**src/hw/dbg_bus_pkg.sv**
```systemverilog
`default_nettype none

// Bus widths seen on the circuit under debug.
package dbg_bus_pkg;

	// Memory write ports a and b.
	localparam int MEM_ADDR_BITS = 32;
	localparam int MEM_DATA_BITS = 64; // Also the width of a stored compare value.

	// The program counter is split into a module number and a state number.
	localparam int PC_MODULE_BITS = 16;
	localparam int PC_STATE_BITS = 16;

	// Halt events are counted modulo 256.
	localparam int HALT_COUNT_BITS = 8;

endpackage

`default_nettype wire

```
**src/hw/trigger_cfg_pkg.sv**
```systemverilog
`default_nettype none

// Breakpoint condition settings.
package trigger_cfg_pkg;

	localparam int NUM_CONDITIONS = 4;
	localparam int COND_INDEX_BITS = $clog2(NUM_CONDITIONS); // 2 for four conditions.

	// Relation between the written value and the stored value.
	// All comparisons except ALWAYS and NEVER are unsigned.
	typedef enum logic [2:0] {
		COND_ALWAYS = 3'd0,
		COND_EQ     = 3'd1,
		COND_NE     = 3'd2,
		COND_GE     = 3'd3,
		COND_GT     = 3'd4,
		COND_LE     = 3'd5,
		COND_LT     = 3'd6,
		COND_NEVER  = 3'd7  // Reserved code, never true.
	} cond_op_t;

endpackage

`default_nettype wire

```
**src/hw/trigger_config_regs.sv**
```systemverilog
`timescale 1ns/1ps
`default_nettype none

module trigger_config_regs
	import dbg_bus_pkg::*, trigger_cfg_pkg::*;
(
	input  wire logic                       clk,
	input  wire logic                       reset,

	input  wire logic                       config_activate,
	input  wire logic                       config_deactivate,
	input  wire logic [PC_MODULE_BITS-1:0]  config_module,
	input  wire logic [PC_STATE_BITS-1:0]   config_state,

	input  wire logic                       config_cond_en,
	input  wire logic [COND_INDEX_BITS-1:0] config_cond_index,
	input  wire logic [MEM_ADDR_BITS-1:0]   config_cond_addr,
	input  wire logic [MEM_DATA_BITS-1:0]   config_cond_val,
	input  wire cond_op_t                   config_cond_opcode,

	input  wire logic                       config_and_en,
	input  wire logic                       config_and_mode,

	output logic                            armed,
	output logic [PC_MODULE_BITS-1:0]       armed_module,
	output logic [PC_STATE_BITS-1:0]        armed_state,
	output logic                            and_mode,
	output logic [MEM_ADDR_BITS-1:0]        cond_addr [NUM_CONDITIONS],
	output logic [MEM_DATA_BITS-1:0]        cond_val [NUM_CONDITIONS],
	output cond_op_t                        cond_opcode [NUM_CONDITIONS],
	output logic                            cond_clear
);

	// Activate wins over every other strobe sampled in the same cycle.
	always_ff @(posedge clk) begin
		if (reset) begin
			armed <= 1'b0;
		end else if (config_activate) begin
			armed <= 1'b1;
		end else if (config_deactivate) begin
			armed <= 1'b0;
		end
	end

	always_ff @(posedge clk) begin
		if (config_activate) begin
			armed_module <= config_module;
			armed_state <= config_state;
		end
	end

	always_ff @(posedge clk) begin
		if (reset) begin
			and_mode <= 1'b0; // OR after reset.
		end else if (config_and_en && !config_activate) begin
			and_mode <= config_and_mode;
		end
	end

	// Opcodes fall back to ALWAYS on activate, so a fresh breakpoint starts unconditioned.
	always_ff @(posedge clk) begin
		if (reset || config_activate) begin
			for (int i = 0; i < NUM_CONDITIONS; i++) begin
				cond_opcode[i] <= COND_ALWAYS;
			end
		end else if (config_cond_en) begin
			for (int i = 0; i < NUM_CONDITIONS; i++) begin
				if (config_cond_index == COND_INDEX_BITS'(i))
					cond_opcode[i] <= config_cond_opcode;
			end
		end
	end

	always_ff @(posedge clk) begin
		if (config_cond_en && !config_activate) begin
			for (int i = 0; i < NUM_CONDITIONS; i++) begin
				if (config_cond_index == COND_INDEX_BITS'(i)) begin
					cond_addr[i] <= config_cond_addr;
					cond_val[i] <= config_cond_val;
				end
			end
		end
	end

	// The watchers see the clear one edge after activate.
	always_ff @(posedge clk) begin
		if (reset)
			cond_clear <= 1'b0;
		else
			cond_clear <= config_activate;
	end

endmodule

`default_nettype wire

```
**src/hw/value_compare.sv**
```systemverilog
`timescale 1ns/1ps
`default_nettype none

module value_compare
	import dbg_bus_pkg::*, trigger_cfg_pkg::*;
(
	input  wire logic [MEM_DATA_BITS-1:0] write_data,
	input  wire logic [MEM_DATA_BITS-1:0] stored_data,
	input  wire cond_op_t                 opcode,
	output logic                          holds
);

	// The written value is the left operand of every relation.
	always_comb begin
		case (opcode)
			COND_ALWAYS: holds = 1'b1;
			COND_EQ:     holds = (write_data == stored_data);
			COND_NE:     holds = (write_data != stored_data);
			COND_GE:     holds = (write_data >= stored_data);
			COND_GT:     holds = (write_data > stored_data);
			COND_LE:     holds = (write_data <= stored_data);
			COND_LT:     holds = (write_data < stored_data);
			default:     holds = 1'b0;
		endcase
	end

endmodule

`default_nettype wire

```
**src/hw/condition_watch.sv**
```systemverilog
`timescale 1ns/1ps
`default_nettype none

module condition_watch
	import dbg_bus_pkg::*, trigger_cfg_pkg::*;
(
	input  wire logic                     clk,
	input  wire logic                     reset,
	input  wire logic                     cond_clear,

	input  wire logic [MEM_ADDR_BITS-1:0] watch_addr,
	input  wire logic [MEM_DATA_BITS-1:0] watch_val,
	input  wire cond_op_t                 opcode,

	input  wire logic                     wr_en_a,
	input  wire logic [MEM_ADDR_BITS-1:0] addr_a,
	input  wire logic [MEM_DATA_BITS-1:0] writedata_a,

	input  wire logic                     wr_en_b,
	input  wire logic [MEM_ADDR_BITS-1:0] addr_b,
	input  wire logic [MEM_DATA_BITS-1:0] writedata_b,

	output logic                          satisfied
);

	logic hit_a;
	logic hit_b;
	logic holds_a;
	logic holds_b;

	assign hit_a = wr_en_a && (addr_a == watch_addr);
	assign hit_b = wr_en_b && (addr_b == watch_addr);

	value_compare cmp_a (
		.write_data  (writedata_a),
		.stored_data (watch_val),
		.opcode      (opcode),
		.holds       (holds_a)
	);

	value_compare cmp_b (
		.write_data  (writedata_b),
		.stored_data (watch_val),
		.opcode      (opcode),
		.holds       (holds_b)
	);

	// The flag only moves on a write to the watched address.
	// With both ports writing there, port a is the one that counts.
	always_ff @(posedge clk) begin
		if (reset || cond_clear) begin
			satisfied <= 1'b1;
		end else if (hit_a) begin
			satisfied <= holds_a;
		end else if (hit_b) begin
			satisfied <= holds_b;
		end
	end

endmodule

`default_nettype wire

```
**src/hw/breakpoint_eval.sv**
```systemverilog
`timescale 1ns/1ps
`default_nettype none

module breakpoint_eval
	import dbg_bus_pkg::*, trigger_cfg_pkg::*;
(
	input  wire logic                      clk,
	input  wire logic                      reset,

	input  wire logic                      armed,
	input  wire logic [PC_MODULE_BITS-1:0] armed_module,
	input  wire logic [PC_STATE_BITS-1:0]  armed_state,
	input  wire logic                      and_mode,
	input  wire logic [NUM_CONDITIONS-1:0] satisfied,

	input  wire logic [PC_MODULE_BITS-1:0] pc_module,
	input  wire logic [PC_STATE_BITS-1:0]  pc_state,
	input  wire logic                      resume,

	output logic                           breakpoint_hit,
	output logic                           halted,
	output logic [HALT_COUNT_BITS-1:0]     halt_count
);

	logic pc_match;
	logic conds_met;
	logic halt_event;

	assign pc_match = (pc_module == armed_module) && (pc_state == armed_state);

	// AND needs every flag, OR needs any one.
	assign conds_met = and_mode ? (&satisfied) : (|satisfied);

	assign breakpoint_hit = armed && pc_match && conds_met;

	// Only a hit that finds the circuit running counts, and resume masks it.
	assign halt_event = breakpoint_hit && !halted && !resume;

	always_ff @(posedge clk) begin
		if (reset) begin
			halted <= 1'b0;
		end else if (resume) begin
			halted <= 1'b0;
		end else if (halt_event) begin
			halted <= 1'b1;
		end
	end

	always_ff @(posedge clk) begin
		if (reset)
			halt_count <= '0;
		else if (halt_event)
			halt_count <= halt_count + 1'b1; // Wraps at the top.
	end

endmodule

`default_nettype wire

```
**src/hw/breakpoint_trigger.sv**
```systemverilog
`timescale 1ns/1ps
`default_nettype none

module breakpoint_trigger
	import dbg_bus_pkg::*, trigger_cfg_pkg::*;
(
	input  wire logic                       clk,
	input  wire logic                       reset,

	input  wire logic                       config_activate,
	input  wire logic                       config_deactivate,
	input  wire logic [PC_MODULE_BITS-1:0]  config_module,
	input  wire logic [PC_STATE_BITS-1:0]   config_state,
	input  wire logic                       config_cond_en,
	input  wire logic [COND_INDEX_BITS-1:0] config_cond_index,
	input  wire logic [MEM_ADDR_BITS-1:0]   config_cond_addr,
	input  wire logic [MEM_DATA_BITS-1:0]   config_cond_val,
	input  wire cond_op_t                   config_cond_opcode,
	input  wire logic                       config_and_en,
	input  wire logic                       config_and_mode,
	input  wire logic                       resume,

	input  wire logic [PC_MODULE_BITS-1:0]  pc_module,
	input  wire logic [PC_STATE_BITS-1:0]   pc_state,

	input  wire logic                       wr_en_a,
	input  wire logic [MEM_ADDR_BITS-1:0]   addr_a,
	input  wire logic [MEM_DATA_BITS-1:0]   writedata_a,
	input  wire logic                       wr_en_b,
	input  wire logic [MEM_ADDR_BITS-1:0]   addr_b,
	input  wire logic [MEM_DATA_BITS-1:0]   writedata_b,

	output logic                            breakpoint_hit,
	output logic                            halted,
	output logic [HALT_COUNT_BITS-1:0]      halt_count
);

	logic                      armed;
	logic [PC_MODULE_BITS-1:0] armed_module;
	logic [PC_STATE_BITS-1:0]  armed_state;
	logic                      and_mode;
	logic [MEM_ADDR_BITS-1:0]  cond_addr [NUM_CONDITIONS];
	logic [MEM_DATA_BITS-1:0]  cond_val [NUM_CONDITIONS];
	cond_op_t                  cond_opcode [NUM_CONDITIONS];
	logic                      cond_clear;
	logic [NUM_CONDITIONS-1:0] satisfied;

	trigger_config_regs regs (
		.clk                (clk),
		.reset              (reset),
		.config_activate    (config_activate),
		.config_deactivate  (config_deactivate),
		.config_module      (config_module),
		.config_state       (config_state),
		.config_cond_en     (config_cond_en),
		.config_cond_index  (config_cond_index),
		.config_cond_addr   (config_cond_addr),
		.config_cond_val    (config_cond_val),
		.config_cond_opcode (config_cond_opcode),
		.config_and_en      (config_and_en),
		.config_and_mode    (config_and_mode),
		.armed              (armed),
		.armed_module       (armed_module),
		.armed_state        (armed_state),
		.and_mode           (and_mode),
		.cond_addr          (cond_addr),
		.cond_val           (cond_val),
		.cond_opcode        (cond_opcode),
		.cond_clear         (cond_clear)
	);

	// One watcher per condition, all on the same two write ports.
	for (genvar i = 0; i < NUM_CONDITIONS; i++) begin : g_cond
		condition_watch watch (
			.clk         (clk),
			.reset       (reset),
			.cond_clear  (cond_clear),
			.watch_addr  (cond_addr[i]),
			.watch_val   (cond_val[i]),
			.opcode      (cond_opcode[i]),
			.wr_en_a     (wr_en_a),
			.addr_a      (addr_a),
			.writedata_a (writedata_a),
			.wr_en_b     (wr_en_b),
			.addr_b      (addr_b),
			.writedata_b (writedata_b),
			.satisfied   (satisfied[i])
		);
	end

	breakpoint_eval eval (
		.clk            (clk),
		.reset          (reset),
		.armed          (armed),
		.armed_module   (armed_module),
		.armed_state    (armed_state),
		.and_mode       (and_mode),
		.satisfied      (satisfied),
		.pc_module      (pc_module),
		.pc_state       (pc_state),
		.resume         (resume),
		.breakpoint_hit (breakpoint_hit),
		.halted         (halted),
		.halt_count     (halt_count)
	);

endmodule

`default_nettype wire

```
**config.mk**
```make
export PLATFORM = sky130hd
export DESIGN_NAME = breakpoint_trigger
export DESIGN_NICKNAME = d
export VERILOG_FILES = /design/src/hw/dbg_bus_pkg.sv /design/src/hw/trigger_cfg_pkg.sv /design/src/hw/trigger_config_regs.sv /design/src/hw/value_compare.sv /design/src/hw/condition_watch.sv /design/src/hw/breakpoint_eval.sv /design/src/hw/breakpoint_trigger.sv
export SDC_FILE = /design/constraint.sdc
export NUM_CORES = 1
export LEC_CHECK = 0
export BUFFER_PORTS_ARGS = -buffer_cell sky130_fd_sc_hd__buf_2
export CORE_MARGIN = 2
export CORE_UTILIZATION = 60
export DETAILED_ROUTE_END_ITERATION = 8
export PLACE_DENSITY = 0.82
export SETUP_SLACK_MARGIN = 0.3
export SLEW_MARGIN = 20
export SYNTH_ARGS = -nofsm -noshare
export SYNTH_HDL_FRONTEND = slang
export SYNTH_HIERARCHICAL = 1
export SYNTH_SLANG_ARGS = --single-unit
```
**constraint.sdc**
```tcl
create_clock -name clk -period 27.3 [get_ports clk]
set_clock_uncertainty 0.2 [all_clocks]
set_input_delay 2.73 -clock clk [delete_from_list [all_inputs] [get_ports clk]]
set_output_delay 2.73 -clock clk [all_outputs]
set_load 0.01 [all_outputs]
```
==> flow_summary.toml <==
[sta]
rsz0062_at_grt = "false"
timing.final.crit_period_ns = 7.20
final.setup.tns_ns = 0
slew-limit-headroom_pct = 27.4
worst_slew_pin_slew_ns = 1.09
setup_viol = 0
min_period_over_period_pct = 26.4
max_freq_ghz = 0.139
hold_viol_final = 0
report.final.slew_viol_count = 0

[pwr]
p_per_area_nw_per_um2 = 48.1
max-vdd-ir-drop_uv = 55.4
p_leak_nw = 16.4
p_sw_mw = 0.462
p_comb_share_pct = 15.1
p_total_mw = 1.73
clockPowerShare_pct = 39.4
pwr-share-seq_pct = 45.5
swShare_pct = 26.8
internal-power_mw = 1.27

[worst_hold_path]
hold_depth = 2
hold_class = "reg2reg"
holdPathEnd = "eval/halted$_SDFFE_PP0P_"
worstHoldStart = "eval/halted$_SDFFE_PP0P_"

[drt]
drc_errors = 0
wirelength_mm = 92.8
drtIter0Drc = 1966
vias = 24200
drtPass1Iterations = 5
ant_nets = 0
detail_route.vias_per_cell = 5.89
wire_per_inst_um = 22.6

[critical_path]
worstSetupPathType = "in2out"
reg2reg_from = "regs/cond_val[49]$_DFFE_PP_"
endpoint_kind = "output pin"
cp_cell_sequence = "buf_2 -> xnor2_1 -> nand4_1 -> nor3_1 -> nand4_1 -> inv_1 -> buf_2"
crit_fanout = 13
cp-start-kind = "primary input"
required_ns = 24.37
max_stage_delay_ns = 0.47
crit_arrival_ns = 4.27
rr_worst_depth = 13
crit_slowest_cell = "nand4_1"
r2r_slack_ns = 23.57
reg2reg_to = "g_cond[3].watch/satisfied$_SDFFE_PP1P_"

[die]
io_pins = 377
row_count = 83
dieHeight_um = 233
die_area_um2 = 54200
core_um2 = 51500
die_x_um = 233
initial_utilization_pct = 61.0

[synthesis]
ys.flop_type = "edfxtp_1"
async_flop_share_pct = 0
syn-cell-area_um2 = 31400
yosysSeqAreaShare_pct = 41.6
yosys-top-cells-area = "edfxtp_1 40%, ha_1 20%, inv_1 6.6%"
ys.warnings.count = 6
synth_edf_count = 416
syn_area_per_cell_um2 = 10.7
synth_fp_nets = 3815
ys_seq_elements = 444
synth_top_area_share_pct = 39.8
synth_cells = 2935
synth.largest_area_cell = "edfxtp_1"
synth_cell_types = 62

[clock_tree]
cts.path.max_buffers = 3
cts_resized = 0
cts_buffers = 49
cts_post_setup_buffers_inserted = 0
clkTransAtPathRegs_ns = 0.06
ctsHtreeMaxLevel = 2
cts_tree = "yes"
cts-root-buf = "clkbuf_16"
numClockSinks = 444
clkLatencyLatePin_ns = 0.62
cts_hold_buf = 0

[global_route]
grt.total_usage_pct = 34.0
grt_pass1_vias = 24600
grt_max_degree = 64
antenna_found_initial = 44
overflow = 0
grt_pass1_wl_mm = 138

[job]
max_cap_violations = 0

[place]
portBuffers = 376
place_inst = 3996
place_hpwl_mm = 75.1
gp_congestion = 0.926

[cells_and_area]
drive_gt1_share_pct = 18.1
area_growth_pct = 14.3
n_fill_cell = 3898
fin_cells = 4114
final_util_pct = 69.7
nNetsFinal = 4247

[run_status]
status = "complete, no violations"
-- layout by cell type (no fill, tap or decap), types with 9 or more instances in the layout --
master     instances
inv_1            556
ha_1             513
edfxtp_1         416
buf_2            376
a21oi_1          190
nand2_1          175
xnor2_1          151
nand4_1          135
xor2_1           133
o21ai_0           97
nand3_1           51
clkbuf_16         49
nor2_1            46
a21o_1            40
nor4_1            34
dfxtp_1           28
diode_2           27
a211oi_1          25
a21oi_2           24
nor3_1            23
nor2b_1           22
a31oi_1           20
nand2b_1          16
nor3_2            16
o22ai_1           16
o31ai_1           13
and4_1            12
clkbuf_1          10
o2111ai_1          9
-- critical path: cells and delay by family --
family / cells / cell delay (ns)
xor gates and xnor gates: 1 / 0.23
buffers and inverters: 3 / 0.38
and+or+nand+nor: 3 / 0.92
-- metal layers --
metal / GRT usage, % / routed length, µm
met4: 13.6 / 3620
met3: 7.73 / 7290
met2: 57.4 / 44400
met5: 0 / 239
met1: 42.1 / 37200
-- power groups by stage --
stage	sequential, mW	clock [mW]	combinational (mW)
5_1_grt	0.788	0.714	0.288
2_1_floorplan	0.796	0	0.148
6_report	0.786	0.682	0.261
3_5_place_dp	0.800	0	0.255
4_1_cts	0.786	0.688	0.257
3_3_place_gp	0.800	0	0.242
-- through the flow --
step                      worst slack [ns]  hold WS (ns)  area [µm²]
after floorplan                      16.48         0.257       31400
after global placement               20.21         0.251       34200
after detailed placement             20.16         0.257       34200
after CTS                            20.16         0.270       35800
after global routing                 20.00         0.325       35900
final                                20.10         0.269       35900
-- Yosys cell counts (22+ instances only) --
library cell,n
inv_1,556
ha_1,513
edfxtp_1,416
a21oi_1,190
nand2_1,175
xnor2_1,151
nand4_1,135
xor2_1,133
o21ai_0,97
nand3_1,51
nor2_1,47
a21o_1,40
nor4_1,34
dfxtp_1,28
a211oi_1,25
a21oi_2,24
nor3_1,23
nor2b_1,22
-- sequential cells by signal, summed over array words and instances, names as in the netlist, 4 cells and up --
signal,count
regs/cond_addr,128
regs/cond_opcode,12
eval/halt_count,8
regs/cond_val,256
g_cond.watch/satisfied,4
regs/armed_state,16
regs/armed_module,16
-- cell families after synthesis --
kind of cell    synth area share [%]
compound gates                  11.2
xor+xnor                        8.13
fa+ha+maj                       20.4
buf+inv                         6.70
flops                           41.6
mux                            0.104
simple gates                    11.9
-- area by class of cell --
| class | instances | area [µm²] | area share, % |
|---|---|---|---|
| clock buffer | 59 | 1260 | 3.52 |
| timing repair buffer | 384 | 1940 | 5.41 |
| multi-input combinational | 1932 | 16300 | 45.3 |
| inverter | 556 | 2090 | 5.81 |
| antenna | 27 | 67.6 | 0.188 |
| tap | 680 | 851 | 2.37 |
| sequential | 444 | 13100 | 36.3 |
| clock inverter | 32 | 377 | 1.05 |
-- worst max path at each step --
stage                         from                       endpoint  slack [ns]  depth (start not counted)
floorplan           config_cond_en  regs/cond_addr[100]$_DFFE_PP_       16.48                          2
global placement       pc_state[0]                 breakpoint_hit       20.21                          7
detailed placement     pc_state[0]                 breakpoint_hit       20.16                          7
CTS                    pc_state[0]                 breakpoint_hit       20.16                          7
global route           pc_state[0]                 breakpoint_hit       20.00                          7
finish                 pc_state[0]                 breakpoint_hit       20.10                          7
Power figures use the tool's default switching activity.
